`config.mk`:
```
export PLATFORM = sky130hd
export DESIGN_NAME = front_end
export DESIGN_NICKNAME = d
export VERILOG_FILES = /design/src/common/front_end_pkg.sv /design/src/hw/align/align_fsm.sv /design/src/hw/align/instruction_assembler.sv /design/src/hw/fetch/instruction_buffer.sv /design/src/hw/fetch/pc_generator.sv /design/src/hw/front_end.sv
export VERILOG_INCLUDE_DIRS = /design/src /design/src/common
export SDC_FILE = /design/constraint.sdc
export NUM_CORES = 1
export LEC_CHECK = 0
export ABC_AREA = 1
export ABC_CLOCK_PERIOD_IN_PS = 11720
export BUFFER_PORTS_ARGS = -buffer_cell sky130_fd_sc_hd__clkbuf_2
export CORE_MARGIN = 5
export CORE_UTILIZATION = 55
export DETAILED_ROUTE_END_ITERATION = 10
export GPL_ROUTABILITY_DRIVEN = 0
export PLACE_DENSITY = 0.82
export SYNTH_ARGS = -nofsm -noshare
export SYNTH_HDL_FRONTEND = slang
export SYNTH_SLANG_ARGS = --single-unit
```
`constraint.sdc`:
```
create_clock -name clk_i -period 11.72 [get_ports clk_i]
set_input_delay 2.344 -clock clk_i [delete_from_list [all_inputs] [get_ports clk_i]]
set_output_delay 2.344 -clock clk_i [all_outputs]
set_load 0.01 [all_outputs]
```
`src/common/front_end_defs.svh`:
```
// ==============================
// Front end constants
// Reset PC, address steps, buffer depth and the full-instruction opcode
// ==============================

`ifndef FRONT_END_DEFS_SVH
`define FRONT_END_DEFS_SVH

// First fetch address after reset
`define FE_RESET_PC 32'h0000_0000

// Sequential fetch increment and upper-half offset
`define FE_WORD_STEP 32'd4
`define FE_HALF_STEP 32'd2

// Default depth of the instruction buffer, a power of two
`define FE_BUFFER_DEPTH 8

// Low two bits of a parcel that starts a 32-bit instruction
`define FE_FULL_OPCODE 2'b11

`endif

```
`src/common/front_end_pkg.sv`:
```
// ==============================
// Front end package
// Vector types for words, addresses and parcels, and the aligner state
// ==============================

package front_end_pkg;

    // One instruction-memory word
    typedef logic [31:0] word_t;

    // Byte address
    typedef logic [31:0] addr_t;

    // One 16-bit instruction parcel
    typedef logic [15:0] half_t;

    // Where the next instruction starts relative to the buffer head
    typedef enum logic [1:0] {
        ALIGN_LOW   = 2'b00,
        ALIGN_UPPER = 2'b01,
        ALIGN_CROSS = 2'b10
    } align_state_e;

endpackage : front_end_pkg

```
`src/hw/align/align_fsm.sv`:
```
// ==============================
// Aligner FSM
// Picks the halfword that starts the next instruction and pops the buffer
// ==============================

`include "front_end_defs.svh"

module align_fsm (
    input  logic                         clk_i,
    input  logic                         rst_n_i,
    input  logic                         flush_i,
    input  logic                         stall_i,
    input  logic                         head_ready_i,
    input  front_end_pkg::word_t         head_word_i,
    input  front_end_pkg::addr_t         head_addr_i,
    output front_end_pkg::align_state_e  state_o,
    output logic                         pop_o,
    output logic                         load_o,
    output logic                         emit_o
);

    front_end_pkg::align_state_e state_q;
    front_end_pkg::align_state_e state_d;
    front_end_pkg::align_state_e upper_next;

    logic misaligned;
    logic low_full;
    logic upper_full;

    assign misaligned = (head_addr_i[1:0] != 2'b00);
    assign low_full   = (head_word_i[1:0] == `FE_FULL_OPCODE);
    assign upper_full = (head_word_i[17:16] == `FE_FULL_OPCODE);

    // Where to go once the head's upper half is the start of the next instruction
    assign upper_next = upper_full ? front_end_pkg::ALIGN_CROSS : front_end_pkg::ALIGN_UPPER;

    always_comb begin
        state_d = state_q;
        pop_o   = 1'b0;
        emit_o  = 1'b0;
        if (!stall_i) begin
            case (state_q)
                front_end_pkg::ALIGN_LOW: begin
                    if (head_ready_i) begin
                        pop_o  = 1'b1;
                        emit_o = 1'b1;
                        // A misaligned entry is reported as a whole and not split
                        if (!misaligned && !low_full) begin
                            state_d = upper_next;
                        end
                    end
                end
                front_end_pkg::ALIGN_UPPER: begin
                    // The saved half is complete on its own
                    emit_o  = 1'b1;
                    state_d = front_end_pkg::ALIGN_LOW;
                end
                front_end_pkg::ALIGN_CROSS: begin
                    if (head_ready_i) begin
                        pop_o   = 1'b1;
                        emit_o  = 1'b1;
                        state_d = upper_next;
                    end
                end
                default: begin
                    state_d = front_end_pkg::ALIGN_LOW;
                end
            endcase
        end
    end

    always_ff @(posedge clk_i) begin
        if (!rst_n_i) begin
            state_q <= front_end_pkg::ALIGN_LOW;
        end else if (flush_i) begin
            state_q <= front_end_pkg::ALIGN_LOW;
        end else begin
            state_q <= state_d;
        end
    end

    // The output register follows the back end stall
    assign load_o  = !stall_i;
    assign state_o = state_q;

endmodule : align_fsm

```
`src/hw/align/instruction_assembler.sv`:
```
// ==============================
// Instruction assembler
// Fuses halfwords into instructions and holds the fetch-stage register
// ==============================

`include "front_end_defs.svh"

module instruction_assembler (
    input  logic                         clk_i,
    input  logic                         rst_n_i,
    input  logic                         flush_i,
    input  front_end_pkg::align_state_e  state_i,
    input  logic                         pop_i,
    input  logic                         load_i,
    input  logic                         emit_i,
    input  front_end_pkg::word_t         head_word_i,
    input  front_end_pkg::addr_t         head_addr_i,
    output front_end_pkg::word_t         instr_o,
    output front_end_pkg::addr_t         pc_o,
    output logic                         compressed_o,
    output logic                         exception_o,
    output logic                         valid_o
);

    front_end_pkg::half_t saved_half_q;
    front_end_pkg::addr_t saved_addr_q;

    front_end_pkg::word_t instr_d;
    front_end_pkg::addr_t pc_d;
    logic                 compressed_d;
    logic                 exception_d;

    // Upper half of every consumed word is kept for the next instruction
    always_ff @(posedge clk_i) begin
        if (pop_i) begin
            saved_half_q <= head_word_i[31:16];
            saved_addr_q <= head_addr_i;
        end
    end

    // ==============================
    // Instruction forming
    // ==============================

    always_comb begin
        instr_d      = head_word_i;
        pc_d         = saved_addr_q + `FE_HALF_STEP;
        compressed_d = 1'b0;
        exception_d  = 1'b0;
        case (state_i)
            front_end_pkg::ALIGN_UPPER: begin
                instr_d      = {16'h0000, saved_half_q};
                compressed_d = 1'b1;
            end
            front_end_pkg::ALIGN_CROSS: begin
                // Head's low half is the upper parcel of the crossing instruction
                instr_d = {head_word_i[15:0], saved_half_q};
            end
            default: begin
                pc_d        = head_addr_i;
                exception_d = (head_addr_i[1:0] != 2'b00);
                if (head_word_i[1:0] != `FE_FULL_OPCODE) begin
                    instr_d      = {16'h0000, head_word_i[15:0]};
                    compressed_d = 1'b1;
                end
            end
        endcase
    end

    // ==============================
    // Fetch-stage register
    // ==============================

    always_ff @(posedge clk_i) begin
        if (!rst_n_i) begin
            valid_o <= 1'b0;
        end else if (flush_i) begin
            valid_o <= 1'b0;
        end else if (load_i) begin
            valid_o <= emit_i;
        end
    end

    // Payload changes only with a new instruction
    always_ff @(posedge clk_i) begin
        if (load_i && emit_i) begin
            instr_o      <= instr_d;
            pc_o         <= pc_d;
            compressed_o <= compressed_d;
            exception_o  <= exception_d;
        end
    end

    // ==============================
    // Assertions
    // ==============================

    // A crossing instruction begins with the low parcel of a full instruction
    a_cross_starts_full : assert property (
        @(posedge clk_i) disable iff (!rst_n_i)
        (emit_i && state_i == front_end_pkg::ALIGN_CROSS)
            |-> (saved_half_q[1:0] == `FE_FULL_OPCODE)
    );

    // A saved half emitted on its own is a compressed parcel
    a_upper_is_compressed : assert property (
        @(posedge clk_i) disable iff (!rst_n_i)
        (emit_i && state_i == front_end_pkg::ALIGN_UPPER)
            |-> (saved_half_q[1:0] != `FE_FULL_OPCODE)
    );

endmodule : instruction_assembler

```
`src/hw/fetch/instruction_buffer.sv`:
```
// ==============================
// Instruction buffer
// FIFO of fetch addresses and the words that memory returns for them
// ==============================

`include "front_end_defs.svh"

module instruction_buffer #(
    parameter int DEPTH = `FE_BUFFER_DEPTH
) (
    input  logic                 clk_i,
    input  logic                 rst_n_i,
    input  logic                 flush_i,
    input  front_end_pkg::addr_t push_addr_i,
    input  logic                 push_addr_valid_i,
    input  front_end_pkg::word_t push_word_i,
    input  logic                 push_word_valid_i,
    input  logic                 pop_i,
    output front_end_pkg::word_t head_word_o,
    output front_end_pkg::addr_t head_addr_o,
    output logic                 head_ready_o,
    output logic                 full_o
);

    localparam int PTR_W = $clog2(DEPTH);

    typedef logic [PTR_W-1:0] ptr_t;
    typedef logic [PTR_W:0]   cnt_t;

    front_end_pkg::addr_t addr_mem [DEPTH];
    front_end_pkg::word_t word_mem [DEPTH];

    ptr_t addr_wr_ptr_q;
    ptr_t word_wr_ptr_q;
    ptr_t rd_ptr_q;
    cnt_t addr_count_q;
    cnt_t word_count_q;
    logic word_write;

    // Words that cross a flush belong to requests the memory has dropped
    assign word_write = push_word_valid_i & !flush_i;

    // ==============================
    // Storage
    // ==============================

    // On a flush the new address goes to slot 0 and becomes the only entry
    always_ff @(posedge clk_i) begin
        if (push_addr_valid_i) begin
            addr_mem[flush_i ? ptr_t'(0) : addr_wr_ptr_q] <= push_addr_i;
        end
        if (word_write) begin
            word_mem[word_wr_ptr_q] <= push_word_i;
        end
    end

    // ==============================
    // Pointers and occupancy
    // ==============================

    always_ff @(posedge clk_i) begin
        if (!rst_n_i) begin
            addr_wr_ptr_q <= '0;
            word_wr_ptr_q <= '0;
            rd_ptr_q      <= '0;
            addr_count_q  <= '0;
            word_count_q  <= '0;
        end else if (flush_i) begin
            addr_wr_ptr_q <= ptr_t'(push_addr_valid_i);
            word_wr_ptr_q <= '0;
            rd_ptr_q      <= '0;
            addr_count_q  <= cnt_t'(push_addr_valid_i);
            word_count_q  <= '0;
        end else begin
            if (push_addr_valid_i) begin
                addr_wr_ptr_q <= addr_wr_ptr_q + ptr_t'(1);
            end
            if (word_write) begin
                word_wr_ptr_q <= word_wr_ptr_q + ptr_t'(1);
            end
            if (pop_i) begin
                rd_ptr_q <= rd_ptr_q + ptr_t'(1);
            end
            addr_count_q <= addr_count_q + cnt_t'(push_addr_valid_i) - cnt_t'(pop_i);
            word_count_q <= word_count_q + cnt_t'(word_write) - cnt_t'(pop_i);
        end
    end

    assign head_word_o  = word_mem[rd_ptr_q];
    assign head_addr_o  = addr_mem[rd_ptr_q];
    assign head_ready_o = (word_count_q != '0);
    assign full_o       = (addr_count_q == cnt_t'(DEPTH));

    // ==============================
    // Assertions
    // ==============================

    // The aligner only consumes entries whose word has arrived
    a_pop_when_ready : assert property (
        @(posedge clk_i) disable iff (!rst_n_i)
        pop_i |-> head_ready_o
    );

    // Memory answers only requests that are still outstanding
    a_word_has_addr : assert property (
        @(posedge clk_i) disable iff (!rst_n_i)
        word_write |-> (addr_count_q != word_count_q)
    );

endmodule : instruction_buffer

```
`src/hw/fetch/pc_generator.sv`:
```
// ==============================
// PC generator
// Next fetch address by priority, fetch and invalidate strobes
// ==============================

`include "front_end_defs.svh"

module pc_generator (
    input  logic                 clk_i,
    input  logic                 rst_n_i,
    input  logic                 trap_i,
    input  front_end_pkg::addr_t trap_pc_i,
    input  logic                 trap_return_i,
    input  front_end_pkg::addr_t return_pc_i,
    input  logic                 branch_taken_i,
    input  front_end_pkg::addr_t branch_target_i,
    input  logic                 buffer_full_i,
    output logic                 fetch_o,
    output front_end_pkg::addr_t fetch_addr_o,
    output logic                 invalidate_o
);

    front_end_pkg::addr_t pc_q;
    logic                 redirect;
    logic                 run_q;

    // Goes high one edge after reset is released, keeps strobes quiet until then
    always_ff @(posedge clk_i) begin
        if (!rst_n_i) begin
            run_q <= 1'b0;
        end else begin
            run_q <= 1'b1;
        end
    end

    // Trap entry beats trap return, which beats a resolved branch
    always_comb begin
        redirect     = 1'b1;
        fetch_addr_o = pc_q + `FE_WORD_STEP;
        if (trap_i) begin
            fetch_addr_o = trap_pc_i;
        end else if (trap_return_i) begin
            fetch_addr_o = return_pc_i;
        end else if (branch_taken_i) begin
            fetch_addr_o = branch_target_i;
        end else begin
            redirect = 1'b0;
        end
    end

    // A redirect flushes the buffer, so it may fetch even when full
    assign invalidate_o = run_q & redirect;
    assign fetch_o      = run_q & (redirect | !buffer_full_i);

    // Starts one word below the reset PC so the first sequential fetch lands on it
    always_ff @(posedge clk_i) begin
        if (!rst_n_i) begin
            pc_q <= `FE_RESET_PC - `FE_WORD_STEP;
        end else if (fetch_o) begin
            pc_q <= fetch_addr_o;
        end
    end

    // ==============================
    // Assertions
    // ==============================

    // Sequential fetch must respect the buffer occupancy
    a_no_fetch_when_full : assert property (
        @(posedge clk_i) disable iff (!rst_n_i)
        (fetch_o && buffer_full_i) |-> invalidate_o
    );

endmodule : pc_generator

```
`src/hw/front_end.sv`:
```
// ==============================
// Instruction fetch front end
// PC generator, buffer, aligner FSM and assembler
// ==============================

module front_end (
    input  logic                 clk_i,
    input  logic                 rst_n_i,
    // Redirects and stall from the back end
    input  logic                 trap_i,
    input  front_end_pkg::addr_t trap_pc_i,
    input  logic                 trap_return_i,
    input  front_end_pkg::addr_t return_pc_i,
    input  logic                 branch_taken_i,
    input  front_end_pkg::addr_t branch_target_i,
    input  logic                 stall_i,
    // Instruction memory
    output logic                 fetch_o,
    output front_end_pkg::addr_t fetch_addr_o,
    output logic                 invalidate_o,
    input  logic                 mem_valid_i,
    input  front_end_pkg::word_t mem_word_i,
    // Fetch-stage output
    output front_end_pkg::word_t instr_o,
    output front_end_pkg::addr_t pc_o,
    output logic                 compressed_o,
    output logic                 exception_o,
    output logic                 valid_o
);

    logic                        buffer_full;
    logic                        head_ready;
    front_end_pkg::word_t        head_word;
    front_end_pkg::addr_t        head_addr;
    front_end_pkg::align_state_e align_state;
    logic                        pop;
    logic                        load;
    logic                        emit;

    pc_generator pc_generator_inst (
        .clk_i           (clk_i),
        .rst_n_i         (rst_n_i),
        .trap_i          (trap_i),
        .trap_pc_i       (trap_pc_i),
        .trap_return_i   (trap_return_i),
        .return_pc_i     (return_pc_i),
        .branch_taken_i  (branch_taken_i),
        .branch_target_i (branch_target_i),
        .buffer_full_i   (buffer_full),
        .fetch_o         (fetch_o),
        .fetch_addr_o    (fetch_addr_o),
        .invalidate_o    (invalidate_o)
    );

    // Every redirect flushes the buffer, the aligner and the output register
    instruction_buffer instruction_buffer_inst (
        .clk_i             (clk_i),
        .rst_n_i           (rst_n_i),
        .flush_i           (invalidate_o),
        .push_addr_i       (fetch_addr_o),
        .push_addr_valid_i (fetch_o),
        .push_word_i       (mem_word_i),
        .push_word_valid_i (mem_valid_i),
        .pop_i             (pop),
        .head_word_o       (head_word),
        .head_addr_o       (head_addr),
        .head_ready_o      (head_ready),
        .full_o            (buffer_full)
    );

    align_fsm align_fsm_inst (
        .clk_i        (clk_i),
        .rst_n_i      (rst_n_i),
        .flush_i      (invalidate_o),
        .stall_i      (stall_i),
        .head_ready_i (head_ready),
        .head_word_i  (head_word),
        .head_addr_i  (head_addr),
        .state_o      (align_state),
        .pop_o        (pop),
        .load_o       (load),
        .emit_o       (emit)
    );

    instruction_assembler instruction_assembler_inst (
        .clk_i        (clk_i),
        .rst_n_i      (rst_n_i),
        .flush_i      (invalidate_o),
        .state_i      (align_state),
        .pop_i        (pop),
        .load_i       (load),
        .emit_i       (emit),
        .head_word_i  (head_word),
        .head_addr_i  (head_addr),
        .instr_o      (instr_o),
        .pc_o         (pc_o),
        .compressed_o (compressed_o),
        .exception_o  (exception_o),
        .valid_o      (valid_o)
    );

endmodule : front_end

```
==> results of run 1 <==
==> flip-flops by register name, indices dropped and copies added (netlist names), named ones only <==
register,cells
instruction_assembler_inst.pc_o,32
instruction_assembler_inst.exception_o,1
pc_generator_inst.pc_q,32
instruction_assembler_inst.compressed_o,1
instruction_assembler_inst.valid_o,1
instruction_buffer_inst.rd_ptr_q,3
instruction_buffer_inst.addr_count_q,4
instruction_buffer_inst.word_mem,256
instruction_assembler_inst.instr_o,32
instruction_buffer_inst.word_count_q,4
pc_generator_inst.run_q,1
instruction_buffer_inst.addr_mem,256
instruction_buffer_inst.word_wr_ptr_q,3
align_fsm_inst.state_o,2
instruction_buffer_inst.addr_wr_ptr_q,3
instruction_assembler_inst.saved_addr_q,32
instruction_assembler_inst.saved_half_q,16
==> logic make-up after synthesis <==
family | synth area share, %
adders and majority gates | 0.8215
xor gates and xnor gates | 1.078
buffers and inverters | 4.484
AOI/OAI and AO/OA | 10.81
DFF | 68.12
and+or+nand+nor | 14.69
==> cell type report <==
type,instances,area [um^2],share of cell area (%)
diodes,3,7.507,0.02286
clock buffers,87,1782,5.425
clock inverters,29,287.8,0.8763
inverters,133,505.5,1.539
multi-input cells,1693,8059,24.54
flip-flops and latches,682,19930,60.69
well taps,688,860.8,2.621
repair buffers,266,1409,4.290
==> power groups by stage <==
| stage | Sequential (mW) | Combinational, mW | Clock, mW |
|---|---|---|---|
| 2_1_floorplan | 3.18 | 0.908 | 0 |
| 6_report | 3.14 | 1.40 | 2.05 |
| 5_1_grt | 3.16 | 1.55 | 2.17 |
| 4_1_cts | 3.14 | 1.39 | 2.06 |
| 3_3_place_gp | 3.18 | 1.32 | 0 |
| 3_5_place_dp | 3.19 | 1.38 | 0 |
==> metrics by stage <==
stage	util, %	std cells
detailed placement	58.43	3462
CTS	62.36	3578
finish	62.37	3581
global route	62.36	3579
global placement	58.43	3462
floorplan	-	2650
==> worst max-delay path, cell delays in order <==
cell and delay [ns]:
clkbuf_2 0.46, inv_1 0.93, or2_1 0.23, a21boi_0 1.00, clkbuf_2 0.30
==> final timing paths <==
check	start	to	slack [ns]	depth (start not counted)
worst min-delay path	instruction_assembler_inst.valid_o	instruction_assembler_inst.valid_o	0.46	2
worst min register to register	instruction_assembler_inst.valid_o	instruction_assembler_inst.valid_o	0.46	2
worst max-delay path	trap_i	fetch_addr_o[12]	4.08	5
worst max register to register	flop	instruction_assembler_inst.pc_o[25]	7.90	8
==> cells in the final DEF (no fill, tap or decap), types with 12 or more instances in the layout <==
master and count:
edfxtp_1 626, nand2_1 476, nor2_1 427, o21ai_0 288, clkbuf_2 235, inv_1 125, o22ai_1 93, nand3_1 85
clkbuf_16 67, a21oi_1 62, o21ai_1 57, dfxtp_1 53, buf_4 31, xor2_1 29, nor2_2 22, a21boi_0 19
a31oi_1 17, clkbuf_1 17, ha_1 16, o221ai_1 14, or2_1 12
==> metal layers <==
layer,part of all wire [%],GRT usage [%],vias up
met1,39,36.58,10200
met2,47,40.00,1332
li1,-,-,9653
met4,3.0,8.717,2
met5,0.026,0,-
met3,11,5.588,189
==> metrics.md, run 1 <==
| Metric | Value |
|---|---|
| Run status | `finished, final reports clean` |
| Die W | `240.6 um` |
| Clock slew at reported path FFs | `0.06 ns` |
| GR Overflow Total | `0` |
| Via density | `5.968` |
| Post-layout min period | `7.642 ns` |
| Die ar. | `57880 um^2` |
| Post-synthesis sequential area ratio | `68.12%` |
| WP data required | `9.38 ns` |
| CTS tree | `built` |
| Combinational power share | `21.3%` |
| P_leak | `12.36 nW` |
| Nets | `2995` |
| Final hold slack | `0.4611 ns` |
| Die H | `240.6 um` |
| Layout cells sized above 1 | `14.46%` |
| Slew Limit Fails | `0` |
| Class of the most critical setup path | `in2out` |
| Synthesized flop and latch total | `682` |
| Final wirelength | `76380 um` |
| Worst hold path class | `reg2reg` |
| Max_cap viols | `0` |
| Root buf cell | `clkbuf_16` |
| Placed cell area | `30760 um^2` |
| H-tree depth | `3` |
| Site Rows | `84` |
| Top-count cell post-synth | `edfxtp_1` |
| CTS resizes | `0` |
| Gr usage total | `25.70%` |
| Post-DRT Antenna Nets | `0` |
| Pwr Total | `6.591 mW` |
| Worst EP arrival | `5.30 ns` |
| Internal power | `4.554 mW` |
| DP Worst Slack | `4.158 ns` |
| Clk_skew | `0.03107 ns` |
| TritonCTS Buffers | `66` |
| Global-route wire length before repair | `115100 um` |
| NetSw | `2.037 mW` |
| Syn Area/Cell | `11.04 um^2` |
| Unrepaired setup endpoints after global routing | `false` |
| Syn Nets | `2803` |
| Vias | `21370` |
| Synth Instances | `2650` |
| Detail Placement HPWL | `47050 um` |
| Largest net degree at the start of global routing | `174` |
| Number of synthesized flops with an enable pin | `626` |
| Max clock buf depth | `3` |
| Per-cell routed wire length | `21.33 um` |
| Power per cell area | `200.7 nW/um^2` |
| Top cells by area, synth | `edfxtp_1 64%, nand2_1 6.1%, nor2_1 5.7%` |
| Maximum vdd ir drop | `0.1436 mV` |
| Post-CTS Setup Inserts | `0` |
| PortBufs | `235` |
| Number of global-route vias before repair | `20680` |
| CP Max Fanout | `38` |
| DRT Pass-1 Iters | `9` |
| # setup viols final | `0` |
| Synth warnings | `0` |
| DR DRC count | `0` |
| Core region area | `52660 um^2` |
| # fillers | `3852` |
| Commonest cells post-synth | `626 x edfxtp_1, 476 x nand2_1, 443 x nor2_1, 288 x o21ai_0, 126 x inv_1` |
| Top cell type's share of synthesized area | `64.28%` |
| Antenna violations before repair | `3` |
| Max frequency | `130.9 MHz` |
| Worst-margin pin slew | `1.274 ns` |
| Skew-Pair Late Insertion Delay | `0.62 ns` |
| Setup TNS after final layout | `0 ns` |
| Final Hold Violating Endpoints | `0` |
| Starting Density | `55.54%` |
| Setup crit start kind | `primary input` |
| FFs w/ async S/R, synth | `0%` |
| Clock power frac | `31.0%` |
| Synth Flop Type | `edfxtp_1` |
| Number of library cell types mapped by synthesis | `49` |
| Final Cycle Share | `65.20%` |
| Sequential share of power | `47.7%` |
| IO Pins | `236` |
| Post-Syn Area | `29240 um^2` |
| Area growth, synth to finish | `12.31%` |
| Max_slew headroom | `14.33%` |
| Post-route cell area | `32840 um^2` |
| CP Capture Type | `output pin` |
| Sw frac | `30.91%` |
| Clk sinks | `682` |
| DR iter-0 viols | `2850` |
| PnR worst setup slack | `4.078 ns` |
| Cell taking the most area after synthesis | `edfxtp_1` |
| Hold_buf cts | `0` |
Note: power is estimated with default switching activity, not from simulation.
==> run 2: changes to the inputs <==
--- a/config.mk
+++ b/config.mk
@@ -7,7 +7,7 @@
 export NUM_CORES = 1
 export LEC_CHECK = 0
 export ABC_AREA = 1
-export ABC_CLOCK_PERIOD_IN_PS = 11720
+export ABC_CLOCK_PERIOD_IN_PS = 7800
 export BUFFER_PORTS_ARGS = -buffer_cell sky130_fd_sc_hd__clkbuf_2
 export CORE_MARGIN = 5
 export CORE_UTILIZATION = 55
==> constraint.sdc (replaced) <==
create_clock -name clk_i -period 7.8 [get_ports clk_i]
set_input_delay 1.56 -clock clk_i [delete_from_list [all_inputs] [get_ports clk_i]]
set_output_delay 1.56 -clock clk_i [all_outputs]
set_load 0.01 [all_outputs]
==> metrics.md, run 2 (synthesis gave the netlist of run 1 again) <==
| Metric | Value |
|---|---|
| Sequential share of power | `47.3% (-0.4 points)` |
| Final Cycle Share | `74.04%` |
| Max_cap viols | `0 (unchanged)` |
| P_leak | `12.40 nW (+0.30%)` |
| Min-delay src | `instruction_buffer_inst.rd_ptr_q[2]` |
| Most frequent cells in the layout | `626 x edfxtp_1, 476 x nand2_1, 427 x nor2_1` |
| Skew-Pair Late Insertion Delay | `0.60 ns (-0.02 ns)` |
| IO Pins | `236 (unchanged)` |
| Setup TNS after final layout | `0 ns (unchanged)` |
| Post-Place Cells | `3463 (+0.029%)` |
| Clk sinks | `682 (unchanged)` |
| Cell Chain, Critical Path | `clkbuf_2 > inv_1 > buf_4 > or2_1 > a21boi_0 > clkbuf_2` |
| Post-layout min period | `5.775 ns` |
| Sw frac | `30.33% (-0.58 points)` |
| Register area | `19930 um^2 (unchanged)` |
| Final wirelength | `76090 um (-0.37%)` |
| Combinational power share | `21.1% (-0.2 points)` |
| Maximum vdd ir drop | `0.1923 mV (+34%)` |
| Antenna violations before repair | `3 (unchanged)` |
| Internal power | `6.950 mW (+53%)` |
| PortBufs | `235 (unchanged)` |
| CP bufs+invs | `4 (+1)` |
| WP data required | `6.24 ns (-3.14 ns)` |
| Gr usage total | `25.75% (+0.056 points)` |
| Area of the multi-input gates | `8059 um^2 (unchanged)` |
| DR iter-0 viols | `2578 (-9.5%)` |
| Final Core Density | `62.45% (+0.083 points)` |
| Worst hold path class | `reg2reg` |
| TritonCTS Buffers | `67 (+1.5%)` |
| Max clock buf depth | `3 (unchanged)` |
| Clock power frac | `31.5% (+0.5 points)` |
| RR Endpoint | `instruction_assembler_inst.pc_o[13]` |
| CP max stage delay | `0.93 ns (-0.07 ns)` |
| Largest net degree at the start of global routing | `125 (-28%)` |
| Critical-path top delay cell | `a21boi_0` |
| Die ar. | `57880 um^2 (unchanged)` |
| Unrepaired setup endpoints after global routing | `false` |
| CTS tree | `built` |
| Area growth, synth to finish | `12.46%` |
| Power per cell area | `303.3 nW/um^2 (+51%)` |
| H-tree depth | `3 (unchanged)` |
| Reg2Reg Setup Slack | `4.36 ns (-3.54 ns)` |
| DRT Pass-1 Iters | `6 (-3)` |
| Clk_skew | `0.02827 ns (-0.002799 ns)` |
| Hold_buf cts | `0 (unchanged)` |
| Pwr Total | `9.975 mW (+51%)` |
| Post-route cell area | `32890 um^2 (+0.13%)` |
| Worst EP arrival | `4.22 ns (-1.08 ns)` |
| Top Family by Delay on Critical Path | `buffers and inverters` |
| Final hold slack | `0.4731 ns (+0.01199 ns)` |
| Per-cell routed wire length | `21.24 um (-0.40%)` |
| Hold path cells | `2 (unchanged)` |
| Worst path most repeated cell | `clkbuf_2` |
| Nets | `2997 (+0.067%)` |
| Core region area | `52660 um^2 (unchanged)` |
| Via density | `5.944 (-0.42%)` |
| GR Overflow Total | `0 (unchanged)` |
| CP Capture Type | `output pin` |
| CTS resizes | `0 (unchanged)` |
| Starting Density | `55.54% (unchanged)` |
| Regs by FF count | `instruction_buffer_inst.addr_mem (256), instruction_buffer_inst.word_mem (256)` |
| # fillers | `3829 (-0.60%)` |
| CP Max Fanout | `38 (unchanged)` |
| Commonest non-fill, non-tap cell in the layout | `edfxtp_1` |
| # setup viols final | `0 (unchanged)` |
| Vias | `21290 (-0.39%)` |
| Worst-margin pin slew | `1.263 ns (-0.01017 ns)` |
| NetSw | `3.025 mW (+49%)` |
| R2R cell count | `8 (unchanged)` |
| Die H | `240.6 um (unchanged)` |
| Layout cells sized above 1 | `14.38% (-0.079 points)` |
| Root buf cell | `clkbuf_16` |
| Setup crit start kind | `primary input` |
| Fin cells | `3582 (+0.028%)` |
| Post-CTS Setup Inserts | `0 (unchanged)` |
| Class of the most critical setup path | `in2out` |
| Global-route wire length before repair | `115200 um (+0.11%)` |
| Max_slew headroom | `15.02% (+0.68 points)` |
| Slew Limit Fails | `0 (unchanged)` |
| Number of global-route vias before repair | `20680 (+0.019%)` |
| Die W | `240.6 um (unchanged)` |
| Detail Placement HPWL | `46830 um (-0.47%)` |
| PnR worst setup slack | `2.025 ns (-2.053 ns)` |
| Final Hold Violating Endpoints | `0 (unchanged)` |
| Post-DRT Antenna Nets | `0 (unchanged)` |
| Run status | `finished, final reports clean` |
| DP Worst Slack | `2.088 ns (-2.070 ns)` |
| Placed cell area | `30770 um^2 (about the same)` |
| Worst Setup SP | `trap_i` |
| Max frequency | `173.2 MHz` |
| Site Rows | `84 (unchanged)` |
| DR DRC count | `0 (unchanged)` |
| Clock slew at reported path FFs | `0.06 ns (about the same)` |
==> run 2: layout make-up <==
cell class                 instances  area share, %
clock inverter                    28         0.9055
inverter                         133          1.533
tap                              688          2.618
antenna                            2        0.01522
multi-input combinational       1693          24.51
clock buffer                      89          5.509
timing repair buffer             267          4.307
sequential                       682          60.61
==> run 2: how the worst max path moves through the flow <==
stage,end,slack [ns],cells past startpoint
3_5_place_dp,fetch_addr_o[18],2.09,6
6_report,fetch_addr_o[18],2.02,6
5_1_grt,fetch_addr_o[18],1.74,7
2_1_floorplan,instruction_buffer_inst.addr_count_q[2],2.54,10
3_3_place_gp,fetch_addr_o[18],2.22,6
4_1_cts,fetch_addr_o[18],2.08,6
==> run 2: layer usage <==
metal  up-vias  wire, um  GRT usage, %
met5         -        27             0
met4         4      2771         9.818
met3       220      8311         4.971
met2      1275     35500         40.65
met1     10120     29480         36.05
li1       9672         -             -
==> run 2: worst min-delay path, cell delays in order, from the launching register on <==
cell and delay [ns]:
dfxtp_1 0.31, inv_1 0.07, a21oi_1 0.06
==> run 2: power groups by stage <==
stage               clock, mW  sequential (mW)  combinational, mW
global placement            0             4.78               1.98
detailed placement          0             4.79               2.07
CTS                      3.19             4.72               2.08
finish                   3.15             4.72               2.11
floorplan                   0             4.77               1.36
global route             3.35             4.76               2.33
